`src/eth_loop_cfg.svh`:
```
// ----------------------------------------------------------------------
// default sizes for the loopback buffer. Frame FIFO depth must be a
// power of two, and a frame longer than that depth is dropped.
// ----------------------------------------------------------------------
`ifndef ETH_LOOP_CFG_SVH
`define ETH_LOOP_CFG_SVH

// byte entries in the frame FIFO.
`define ETH_LOOP_FRAME_DEPTH 64

// control words in flight.
`define ETH_LOOP_CTL_DEPTH 4

// checksum value and byte position widths.
`define ETH_LOOP_CSUM_W 16
`define ETH_LOOP_CPOS_W 11

`endif

```
`src/rtl/eth_loop_pkg.sv`:
```
// ----------------------------------------------------------------------
// payload types for the loopback buffer. Widths follow the cfg header.
// ----------------------------------------------------------------------
`include "eth_loop_cfg.svh"

package eth_loop_pkg;

	// one buffered byte.
	typedef struct packed {
		logic       fcs_active;
		logic [7:0] data;
	} frame_beat_t;

	// per-frame control word, read on the last input beat.
	typedef struct packed {
		logic                        update_fcs;
		logic [`ETH_LOOP_CSUM_W-1:0] csum_val;
		logic [`ETH_LOOP_CPOS_W-1:0] csum_pos;
		logic                        drop;
		logic                        corrupt;
	} ctl_word_t;

endpackage

```
`src/rtl/axis_sync_fifo.sv`:
```
// ----------------------------------------------------------------------
// single clock FWFT FIFO. DEPTH must be a power of two and at least 2.
// ----------------------------------------------------------------------
`timescale 1ns/1ps

module axis_sync_fifo #(
	parameter type payload_t = logic [7:0],
	parameter int  DEPTH     = 16
) (
	input  logic     clk,
	input  logic     rst_n,

	input  payload_t s_payload,
	input  logic     s_last,
	input  logic     s_valid,
	output logic     s_ready,

	output payload_t m_payload,
	output logic     m_last,
	output logic     m_valid,
	input  logic     m_ready
);
	localparam int AW = $clog2(DEPTH);

	payload_t   mem [DEPTH];
	logic       last_mem [DEPTH];

	// extra msb on each pointer tells full from empty.
	logic [AW:0] wr_ptr;
	logic [AW:0] rd_ptr;

	logic full;
	logic empty;
	logic wr_en;
	logic rd_en;

	assign empty = (wr_ptr == rd_ptr);
	assign full  = (wr_ptr[AW] != rd_ptr[AW]) && (wr_ptr[AW-1:0] == rd_ptr[AW-1:0]);

	assign s_ready = ~full;
	assign m_valid = ~empty;

	assign wr_en = s_valid & ~full;
	assign rd_en = m_ready & ~empty;

	always_ff @(posedge clk) begin
		if (~rst_n) begin
			wr_ptr <= '0;
			rd_ptr <= '0;
		end else begin
			if (wr_en) begin
				wr_ptr <= wr_ptr + 1'b1;
			end
			if (rd_en) begin
				rd_ptr <= rd_ptr + 1'b1;
			end
		end
	end

	always_ff @(posedge clk) begin
		if (wr_en) begin
			mem[wr_ptr[AW-1:0]]      <= s_payload;
			last_mem[wr_ptr[AW-1:0]] <= s_last;
		end
	end

	// head of the buffer shows without a read request.
	assign m_payload = mem[rd_ptr[AW-1:0]];
	assign m_last    = last_mem[rd_ptr[AW-1:0]];

endmodule

```
`src/rtl/eth_frame_loop_fifo.sv`:
```
// ----------------------------------------------------------------------
// input has no back-pressure. Frames that find no room are skipped whole,
// and a frame above FRAME_DEPTH bytes is cut and marked for dropping.
// ----------------------------------------------------------------------
`timescale 1ns/1ps
`include "eth_loop_cfg.svh"

module eth_frame_loop_fifo #(
	parameter int FRAME_DEPTH = `ETH_LOOP_FRAME_DEPTH,
	parameter int CTL_DEPTH   = `ETH_LOOP_CTL_DEPTH
) (
	input  logic                        clk,
	input  logic                        rst_n,

	input  logic [7:0]                  s_data,
	input  logic                        s_fcs_active,
	input  logic                        s_update_fcs,
	input  logic [`ETH_LOOP_CSUM_W-1:0] s_csum_val,
	input  logic [`ETH_LOOP_CPOS_W-1:0] s_csum_pos,
	input  logic                        s_drop,
	input  logic                        s_corrupt,
	input  logic                        s_last,
	input  logic                        s_valid,

	output eth_loop_pkg::frame_beat_t   frame_beat,
	output logic                        frame_last,
	output logic                        frame_valid,
	input  logic                        frame_ready,

	output eth_loop_pkg::ctl_word_t     ctl_word,
	output logic                        ctl_valid,
	input  logic                        ctl_ready
);
	localparam int CNT_W = $clog2(FRAME_DEPTH);

	typedef enum logic [2:0] {
		ST_WAIT,
		ST_WRITE_FRAME,
		ST_WRITE_CTL,
		ST_OVF_TERM,
		ST_OVF_CTL
	} state_t;

	state_t state;
	state_t state_next;

	logic in_frame;
	logic [CNT_W-1:0] beat_cnt;

	eth_loop_pkg::frame_beat_t frame_in;
	logic frame_in_last;
	logic frame_in_valid;
	logic frame_in_ready;

	eth_loop_pkg::ctl_word_t ctl_in;
	eth_loop_pkg::ctl_word_t ctl_hold;
	logic ctl_in_valid;
	logic ctl_in_ready;

	logic take_beat;
	logic overflow;

	// a beat that belongs to a frame this block has started.
	assign take_beat = (state == ST_WRITE_FRAME) & s_valid & ~in_frame;

	// keep one slot free so the terminator can always land.
	assign overflow = ~frame_in_ready |
		((beat_cnt == CNT_W'(FRAME_DEPTH - 1)) & ~s_last);

	always_ff @(posedge clk) begin
		if (~rst_n) begin
			state    <= ST_WAIT;
			in_frame <= 1'b0;
			beat_cnt <= '0;
		end else begin
			state <= state_next;

			if (state != ST_WRITE_FRAME) begin
				if (s_valid) begin
					in_frame <= ~s_last;
				end
			end else if (s_valid & s_last) begin
				in_frame <= 1'b0;
			end else if (take_beat & overflow) begin
				in_frame <= 1'b1;
			end

			if (state == ST_WAIT) begin
				beat_cnt <= '0;
			end else if (take_beat & ~overflow) begin
				beat_cnt <= beat_cnt + 1'b1;
			end
		end
	end

	// control fields are sampled on the last beat.
	always_ff @(posedge clk) begin
		if (take_beat & ~overflow & s_last) begin
			ctl_hold.update_fcs <= s_update_fcs;
			ctl_hold.csum_val   <= s_csum_val;
			ctl_hold.csum_pos   <= s_csum_pos;
			ctl_hold.drop       <= s_drop;
			ctl_hold.corrupt    <= s_corrupt;
		end
	end

	always_comb begin
		state_next = state;

		frame_in.data       = s_data;
		frame_in.fcs_active = s_fcs_active;
		frame_in_last       = s_last;
		frame_in_valid      = 1'b0;

		ctl_in       = ctl_hold;
		ctl_in_valid = 1'b0;

		case (state)
			ST_WAIT: begin
				if (frame_in_ready & ctl_in_ready) begin
					state_next = ST_WRITE_FRAME;
				end
			end

			ST_WRITE_FRAME: begin
				if (take_beat) begin
					if (overflow) begin
						state_next = ST_OVF_TERM;
					end else begin
						frame_in_valid = 1'b1;
						if (s_last) begin
							state_next = ST_WRITE_CTL;
						end
					end
				end
			end

			ST_WRITE_CTL: begin
				ctl_in_valid = 1'b1;
				if (ctl_in_ready) begin
					state_next = ST_WAIT;
				end
			end

			ST_OVF_TERM: begin
				frame_in.data       = 8'h00;
				frame_in.fcs_active = 1'b0;
				frame_in_last       = 1'b1;
				frame_in_valid      = 1'b1;
				if (frame_in_ready) begin
					state_next = ST_OVF_CTL;
				end
			end

			ST_OVF_CTL: begin
				ctl_in       = '0;
				ctl_in.drop  = 1'b1;
				ctl_in_valid = 1'b1;
				if (ctl_in_ready) begin
					state_next = ST_WAIT;
				end
			end

			default: begin
				state_next = ST_WAIT;
			end
		endcase
	end

	axis_sync_fifo #(
		.payload_t(eth_loop_pkg::frame_beat_t),
		.DEPTH    (FRAME_DEPTH)
	) i_frame_fifo (
		.clk      (clk),
		.rst_n    (rst_n),
		.s_payload(frame_in),
		.s_last   (frame_in_last),
		.s_valid  (frame_in_valid),
		.s_ready  (frame_in_ready),
		.m_payload(frame_beat),
		.m_last   (frame_last),
		.m_valid  (frame_valid),
		.m_ready  (frame_ready)
	);

	axis_sync_fifo #(
		.payload_t(eth_loop_pkg::ctl_word_t),
		.DEPTH    (CTL_DEPTH)
	) i_ctl_fifo (
		.clk      (clk),
		.rst_n    (rst_n),
		.s_payload(ctl_in),
		.s_last   (1'b0),
		.s_valid  (ctl_in_valid),
		.s_ready  (ctl_in_ready),
		.m_payload(ctl_word),
		.m_last   (),
		.m_valid  (ctl_valid),
		.m_ready  (ctl_ready)
	);

endmodule

```
`src/rtl/eth_loop_tx_gate.sv`:
```
// ----------------------------------------------------------------------
// a control word must only appear once its whole frame is buffered.
// ----------------------------------------------------------------------
`timescale 1ns/1ps
`include "eth_loop_cfg.svh"

module eth_loop_tx_gate (
	input  logic                        clk,
	input  logic                        rst_n,

	input  eth_loop_pkg::frame_beat_t   frame_beat,
	input  logic                        frame_last,
	input  logic                        frame_valid,
	output logic                        frame_ready,

	input  eth_loop_pkg::ctl_word_t     ctl_word,
	input  logic                        ctl_valid,
	output logic                        ctl_ready,

	output logic [7:0]                  tx_data,
	output logic                        tx_fcs_active,
	output logic                        tx_last,
	output logic                        tx_valid,
	input  logic                        tx_ready,

	output logic                        tx_update_fcs,
	output logic [`ETH_LOOP_CSUM_W-1:0] tx_csum_val,
	output logic [`ETH_LOOP_CPOS_W-1:0] tx_csum_pos,
	output logic                        tx_corrupt
);
	typedef enum logic [1:0] {
		ST_IDLE,
		ST_FORWARD,
		ST_DISCARD
	} state_t;

	state_t state;
	state_t state_next;

	logic beat_done;

	always_ff @(posedge clk) begin
		if (~rst_n) begin
			state <= ST_IDLE;
		end else begin
			state <= state_next;
		end
	end

	always_comb begin
		state_next  = state;
		frame_ready = 1'b0;
		tx_valid    = 1'b0;
		beat_done   = 1'b0;

		case (state)
			ST_IDLE: begin
				if (ctl_valid) begin
					state_next = ctl_word.drop ? ST_DISCARD : ST_FORWARD;
				end
			end

			ST_FORWARD: begin
				tx_valid    = frame_valid;
				frame_ready = tx_ready;
				beat_done   = frame_valid & tx_ready;
			end

			// drains one beat per cycle, whatever tx_ready does.
			ST_DISCARD: begin
				frame_ready = 1'b1;
				beat_done   = frame_valid;
			end

			default: begin
				state_next = ST_IDLE;
			end
		endcase

		if (beat_done & frame_last) begin
			state_next = ST_IDLE;
		end
	end

	// control word leaves with the last beat of its frame.
	assign ctl_ready = beat_done & frame_last;

	assign tx_data       = frame_beat.data;
	assign tx_fcs_active = frame_beat.fcs_active;
	assign tx_last       = frame_last;

	// head of the control FIFO holds still for the whole frame.
	assign tx_update_fcs = ctl_word.update_fcs;
	assign tx_csum_val   = ctl_word.csum_val;
	assign tx_csum_pos   = ctl_word.csum_pos;
	assign tx_corrupt    = ctl_word.corrupt;

endmodule

```
`src/rtl/eth_loop_top.sv`:
```
// ----------------------------------------------------------------------
// loopback buffer top. Input has no back-pressure, latency varies.
// ----------------------------------------------------------------------
`timescale 1ns/1ps
`include "eth_loop_cfg.svh"

module eth_loop_top (
	input  logic                        clk,
	input  logic                        rst_n,

	input  logic [7:0]                  s_data,
	input  logic                        s_fcs_active,
	input  logic                        s_update_fcs,
	input  logic [`ETH_LOOP_CSUM_W-1:0] s_csum_val,
	input  logic [`ETH_LOOP_CPOS_W-1:0] s_csum_pos,
	input  logic                        s_drop,
	input  logic                        s_corrupt,
	input  logic                        s_last,
	input  logic                        s_valid,

	output logic [7:0]                  tx_data,
	output logic                        tx_last,
	output logic                        tx_fcs_active,
	output logic                        tx_valid,
	input  logic                        tx_ready,

	output logic                        tx_update_fcs,
	output logic [`ETH_LOOP_CSUM_W-1:0] tx_csum_val,
	output logic [`ETH_LOOP_CPOS_W-1:0] tx_csum_pos,
	output logic                        tx_corrupt
);
	eth_loop_pkg::frame_beat_t frame_beat;
	logic frame_last;
	logic frame_valid;
	logic frame_ready;

	eth_loop_pkg::ctl_word_t ctl_word;
	logic ctl_valid;
	logic ctl_ready;

	eth_frame_loop_fifo #(
		.FRAME_DEPTH(`ETH_LOOP_FRAME_DEPTH),
		.CTL_DEPTH  (`ETH_LOOP_CTL_DEPTH)
	) i_loop (
		.clk         (clk),
		.rst_n       (rst_n),
		.s_data      (s_data),
		.s_fcs_active(s_fcs_active),
		.s_update_fcs(s_update_fcs),
		.s_csum_val  (s_csum_val),
		.s_csum_pos  (s_csum_pos),
		.s_drop      (s_drop),
		.s_corrupt   (s_corrupt),
		.s_last      (s_last),
		.s_valid     (s_valid),
		.frame_beat  (frame_beat),
		.frame_last  (frame_last),
		.frame_valid (frame_valid),
		.frame_ready (frame_ready),
		.ctl_word    (ctl_word),
		.ctl_valid   (ctl_valid),
		.ctl_ready   (ctl_ready)
	);

	eth_loop_tx_gate i_gate (
		.clk          (clk),
		.rst_n        (rst_n),
		.frame_beat   (frame_beat),
		.frame_last   (frame_last),
		.frame_valid  (frame_valid),
		.frame_ready  (frame_ready),
		.ctl_word     (ctl_word),
		.ctl_valid    (ctl_valid),
		.ctl_ready    (ctl_ready),
		.tx_data      (tx_data),
		.tx_fcs_active(tx_fcs_active),
		.tx_last      (tx_last),
		.tx_valid     (tx_valid),
		.tx_ready     (tx_ready),
		.tx_update_fcs(tx_update_fcs),
		.tx_csum_val  (tx_csum_val),
		.tx_csum_pos  (tx_csum_pos),
		.tx_corrupt   (tx_corrupt)
	);

endmodule

```
`config.mk`:
```
export PLATFORM = sky130hd
export DESIGN_NAME = eth_loop_top
export DESIGN_NICKNAME = d
export VERILOG_FILES = /design/src/rtl/eth_loop_pkg.sv /design/src/rtl/axis_sync_fifo.sv /design/src/rtl/eth_frame_loop_fifo.sv /design/src/rtl/eth_loop_tx_gate.sv /design/src/rtl/eth_loop_top.sv
export VERILOG_INCLUDE_DIRS = /design/src
export SDC_FILE = /design/constraint.sdc
export NUM_CORES = 1
export LEC_CHECK = 0
export BUFFER_PORTS_ARGS = -buffer_cell sky130_fd_sc_hd__clkbuf_2
export CORE_AREA = 4 4 250 252
export CTS_BUF_LIST = sky130_fd_sc_hd__clkbuf_16
export DETAILED_ROUTE_END_ITERATION = 10
export DIE_AREA = 0 0 254 256
export PLACE_DENSITY = 0.74
export SYNTH_ARGS = -nofsm -noshare
export SYNTH_HDL_FRONTEND = slang
export SYNTH_HIERARCHICAL = 1
export SYNTH_SLANG_ARGS = --single-unit
```
`constraint.sdc`:
```
create_clock -name clk -period 4 [get_ports clk]
set_clock_uncertainty 0.15 [all_clocks]
set_input_delay 0.4 -clock clk [delete_from_list [all_inputs] [get_ports clk]]
set_output_delay 0.4 -clock clk [all_outputs]
set_load 0.005 [all_outputs]
```
==> impl_metrics.json, run 1 <==
{
  "hp-class": "in -> reg",
  "rows": 90,
  "clkTransAtPathRegs_ps": 60,
  "worstMarginPinSlew_ps": 1010,
  "syn_area_per_cell_sq_um": 20.1,
  "layout.nets": 1886,
  "crit_chain": "buf_4 -> mux4_2 -> mux2i_1 -> a22oi_1 -> nand3_1 -> o31ai_1 -> clkbuf_2",
  "gp_congestion": 0.877,
  "initial_utilization_pct": 54.6,
  "maxCapViolations": 0,
  "antenna_found_initial": 1,
  "cp-start-kind": "flop",
  "cp.required_ps": 3450,
  "setup_viol_count_final": 0,
  "synthesis.nets": 1691,
  "core_area_sq_um": 60100,
  "fin_crit_sh_pct": 97.5,
  "power_leakage_nw": 11.8,
  "ir_worst_vdd_mv": 0.354,
  "gr-total-overflow": 0,
  "post-place-cells": 2496,
  "grt_pass1_vias": 17200,
  "ios": 84,
  "avgRoutedWirePerCell_microns": 27.4,
  "drt-total-wl_microns": 73400,
  "num_vias": 16800,
  "drc_errors": 0,
  "dpl.hpwl_microns": 44600,
  "postPlaceCellArea_sq_um": 34400,
  "vias_per_cell": 6.27,
  "path_buf_inv": 2,
  "cts_root_buffer": "clkbuf_16",
  "setup_tns_ps": 0,
  "ys_warn_count": 6,
  "fp.dieH_microns": 256,
  "clk_latency_ps": 640,
  "crit_fanout": 16,
  "max_stage_delay_ps": 620,
  "hold_viol": 0,
  "fmax_ghz": 0.256,
  "cts_buffer_depth": 3,
  "die_area_sq_um": 65000,
  "path_delay_family": "multiplexers",
  "fin_util_pct": 62.2,
  "first_pass_iters": 5,
  "syn_area_sq_um": 32800,
  "layout_min_cycle_time_ps": 3900,
  "die_w_microns": 254,
  "relSlewSlack_pct": 32.3,
  "crit_slowest_cell": "dfxtp_4",
  "grt_start_max_net_pins": 65,
  "io_buffers": 83,
  "diodes": 0,
  "syn_inst": 1636,
  "grt.total_usage_pct": 22.7,
  "crit_type": "reg -> out",
  "syn_to_final_growth_pct": 14.0,
  "hold_slack_ps": 46.9,
  "drt_iter0_drc": 1966,
  "outcome": "finished, final reports clean",
  "rsz0062_at_grt": "false",
  "fin_cells": 2677,
  "drive_above_1_share_pct": 28.3,
  "clkSinkCount": 830,
  "cts_tree": "built",
  "ant_nets": 0,
  "grt_pass1_wl_microns": 111000,
  "finalInstanceArea_sq_um": 37400,
  "drv_slew": 0,
  "crit_arrival_ps": 3350,
  "power_density_nw_per_um2": 477,
  "critPathCaptureType": "output port",
  "htree_levels": 3,
  "numCtsBuffers": 81
}
[per-layer routing]
| layer | vias to the layer above | track usage (%) | share of wire (%) |
|---|---|---|---|
| li1 | 7084 | - | - |
| met2 | 811 | 36.4 | 50 |
| met1 | 8746 | 32.4 | 39 |
| met4 | 2 | 6.61 | 2.9 |
| met5 | - | 0 | 0.018 |
| met3 | 152 | 4.42 | 8.7 |
[layout by cell type (no fill, tap or decap), types with 29 or more instances in the layout]
| cell | count |
|---|---|
| edfxtp_1 | 790 |
| mux4_2 | 175 |
| buf_4 | 113 |
| nor2_1 | 83 |
| clkbuf_2 | 83 |
| clkbuf_16 | 81 |
| nor2b_1 | 38 |
| dfxtp_1 | 36 |
| mux2i_1 | 33 |
| dlygate4sd3_1 | 32 |
| nand2_1 | 29 |
[final timing paths]
| kind | from | to | slack, ps | cells past startpoint |
|---|---|---|---|---|
| worst max-delay path | flop | tx_data[3] | 100 | 7 |
| worst min-delay path | s_last | i_loop/state[1]$_SDFFE_PN0P_ | 50 | 3 |
| worst max register to register | i_loop/i_frame_fifo/wr_ptr[3]$_SDFFE_PN0P_ | i_loop/i_frame_fifo/mem[51][7]$_DFFE_PP_ | 200 | 10 |
| worst min register to register | i_loop/beat_cnt[5]$_SDFFE_PP0N_ | i_loop/beat_cnt[5]$_SDFFE_PP0N_ | 340 | 2 |
[state kept, by name, summed over array words and instances (netlist names), named ones only]
| register | flops |
|---|---|
| i_gate/state | 2 |
| i_loop/beat_cnt | 6 |
| i_loop/ctl_hold | 30 |
| i_loop/i_ctl_fifo/mem | 120 |
| i_loop/i_ctl_fifo/rd_ptr | 3 |
| i_loop/i_ctl_fifo/wr_ptr | 3 |
| i_loop/i_frame_fifo/last_mem | 64 |
| i_loop/i_frame_fifo/mem | 576 |
| i_loop/i_frame_fifo/rd_ptr | 7 |
| i_loop/i_frame_fifo/wr_ptr | 7 |
| i_loop/in_frame | 1 |
| i_loop/state | 3 |
[timing repair]
item,4_1_cts,5_1_grt
hold buffers,32,0
buffers inserted,0,1
endpoints found under the setup margin,0,19
endpoints found under the hold margin,31,0
resized for setup,0,4
[tightest hold or removal path, cell delays in order]
cell and delay [ps]:
clkbuf_2 120, o211ai_1 170, a21boi_0 80
[final cells by class]
class	instances	area (sq um)
timing repair buffer	235	1710
multi-input combinational	667	7460
tap	782	978
fill	4035	22700
clock inverter	66	631
clock buffer	81	2030
inverter	16	60.1
sequential	830	24500
[power breakdown]
group          total, W  switching (W)  leakage [nW]  internal, W
sequential      0.00967      0.0000481          7.43      0.00962
combinational  0.000600       0.000401          3.09     0.000200
clock           0.00756        0.00324          1.33      0.00432
total            0.0178        0.00369          11.8       0.0141
[metrics by stage]
| step | total power, W | worst slack [ps] |
|---|---|---|
| 2_1_floorplan | 0.0102 | 847 |
| 3_3_place_gp | 0.0104 | 429 |
| 3_5_place_dp | 0.0104 | 245 |
| 4_1_cts | 0.0179 | 37.0 |
| 5_1_grt | 0.0184 | 38.3 |
| 6_report | 0.0178 | 98.3 |
No activity file was read; power rests on OpenSTA's default activity.
==> run 2: changes to the inputs <==
--- a/config.mk
+++ b/config.mk
@@ -6,11 +6,12 @@
 export SDC_FILE = /design/constraint.sdc
 export NUM_CORES = 1
 export LEC_CHECK = 0
+export ABC_AREA = 1
 export BUFFER_PORTS_ARGS = -buffer_cell sky130_fd_sc_hd__clkbuf_2
-export CORE_AREA = 4 4 250 252
+export CORE_AREA = 4 4 256 258
 export CTS_BUF_LIST = sky130_fd_sc_hd__clkbuf_16
 export DETAILED_ROUTE_END_ITERATION = 10
-export DIE_AREA = 0 0 254 256
+export DIE_AREA = 0 0 260 262
 export PLACE_DENSITY = 0.74
 export SYNTH_ARGS = -nofsm -noshare
 export SYNTH_HDL_FRONTEND = slang
==> impl_metrics.json, run 2 <==
{
  "outcome": "finished, final reports clean",
  "synthesis.nets": 3071,
  "rsz0062_at_grt": "false",
  "power_w": 0.0200,
  "drive_above_1_share_pct": 11.8,
  "setup_viol_count_final": 0,
  "syn_area_sq_um": 34400,
  "cts_tree": "built",
  "fp.dieH_microns": 262,
  "core_area_sq_um": 63000,
  "drv_slew": 0,
  "gp_congestion": 0.904,
  "layout.nets": 3163,
  "fmax_ghz": 0.265,
  "syn_inst": 3016,
  "drt-total-wl_microns": 85200,
  "max_stage_delay_ps": 770,
  "final_common_cell": "nand2_1",
  "post_cts_buffers": 0,
  "critPathCaptureType": "output port",
  "cts_buffer_depth": 3,
  "antenna_found_initial": 0,
  "dpl.hpwl_microns": 50400,
  "grt_pass1_wl_microns": 129000,
  "die_w_microns": 260,
  "die_area_sq_um": 68100,
  "crit_arrival_ps": 3220,
  "vias_per_cell": 5.77,
  "syn_to_final_growth_pct": 13.0,
  "relSlewSlack_pct": 29.4,
  "grt.total_usage_pct": 24.8,
  "grt_pass1_vias": 22700,
  "cp-start-kind": "flop",
  "drt_iter0_drc": 2879,
  "rows": 92,
  "clkTransAtPathRegs_ps": 60,
  "diodes": 0,
  "numCtsBuffers": 82,
  "htree_levels": 3,
  "setup_tns_ps": 0,
  "path_buf_inv": 2,
  "avgRoutedWirePerCell_microns": 21.2,
  "crit_slowest_cell": "buf_4",
  "final_cell_mix": "nand2_1 (910), edfxtp_1 (790), nand3_1 (573), nor2_1 (177), inv_1 (103)",
  "path_delay_family": "simple AND/OR/NAND/NOR gates",
  "crit_fanout": 100,
  "cts_root_buffer": "clkbuf_16",
  "layout_min_cycle_time_ps": 3770,
  "grt_start_max_net_pins": 161,
  "num_vias": 23200,
  "initial_utilization_pct": 54.7,
  "power_leakage_nw": 14.3,
  "hold_viol": 0,
  "power_density_nw_per_um2": 515,
  "drc_errors": 0,
  "cts_hold_buffers": 32,
  "largest_reg_flops": 576,
  "cp.required_ps": 3450,
  "cts_resized": 0,
  "fin_crit_sh_pct": 94.3,
  "clk_latency_ps": 630,
  "ys_warn_count": 6,
  "crit_type": "reg -> out",
  "hp-class": "in -> reg",
  "syn_area_per_cell_sq_um": 11.4,
  "gr-total-overflow": 0,
  "first_pass_iters": 6,
  "ios": 84,
  "crit_chain": "buf_4 -> nand2_1 -> nand3_1 -> nand3_1 -> nand2_1 -> nand2_1 -> nand3_1 -> nand3_1 -> nand2_1 -> clkbuf_2",
  "clkSinkCount": 830,
  "io_buffers": 83,
  "worstMarginPinSlew_ps": 1060,
  "ant_nets": 0,
  "ir_worst_vdd_mv": 0.415,
  "maxCapViolations": 0
}
run 2: cell count changes in the layout (fill, tap and decap cells not counted), moves of 38 or more:
cell     change
nor2b_1     -38
nor2_1      +94
o21ai_0     +44
inv_1       +77
mux4_2     -175
nand2_1    +881
nand3_1    +552
run 2: final cells by class:
cell class | count | area (sq um)
tap | 846 | 1060
sequential | 830 | 24500
fill | 4746 | 24100
clock buffer | 84 | 2100
multi-input combinational | 1873 | 8510
inverter | 105 | 415
clock inverter | 69 | 553
timing repair buffer | 216 | 1740
run 2: power by group:
group,switching [W],internal [W]
Sequential,0.000111,0.00997
Clock,0.00320,0.00435
Combinational,0.00170,0.000691
run 2: worst reg2reg max path: cells and delay by family, from the launching register on:
kind	cells	cell delay, ps
buffers and inverters	3	550
flip-flops	1	570
AO/OA/AOI/OAI	1	70
AND/OR/NAND/NOR	8	1810
run 2: metrics by stage:
step / utilization [%] / setup WS (ps) / cell area [sq um] / hold WS (ps) / cells
after floorplan: - / 993 / 34400 / 281 / 3016
after global placement: 57.1 / 712 / 35900 / 289 / 3838
after detailed placement: 57.1 / 500 / 35900 / 304 / 3838
after CTS: 61.8 / 276 / 38900 / 46.2 / 4023
after global routing: 61.8 / 37.3 / 38900 / 67.3 / 4023
final: 61.8 / 227 / 38900 / 77.3 / 4023
run 2: final timing paths:
check | from | end | slack [ps] | cells after the start
worst max-delay path | flop | tx_data[3] | 230 | 10
worst min-delay path | s_data[2] | i_loop/i_frame_fifo/mem[35][2]$_DFFE_PP_ | 80 | 3
worst min register to register | i_loop/beat_cnt[3]$_SDFFE_PP0N_ | i_loop/beat_cnt[3]$_SDFFE_PP0N_ | 330 | 2
worst max register to register | i_loop/i_frame_fifo/wr_ptr[3]$_SDFFE_PN0P_ | i_loop/i_frame_fifo/mem[42][6]$_DFFE_PP_ | 470 | 12
run 2: layer usage:
layer  global-route usage, %  share of wire [%]  vias up
li1                        -                  -    10600
met1                    32.7                 39    11200
met2                    40.9                 48     1202
met3                    4.75                9.1      226
met4                    10.4                4.3        0
met5                       0                  0        -
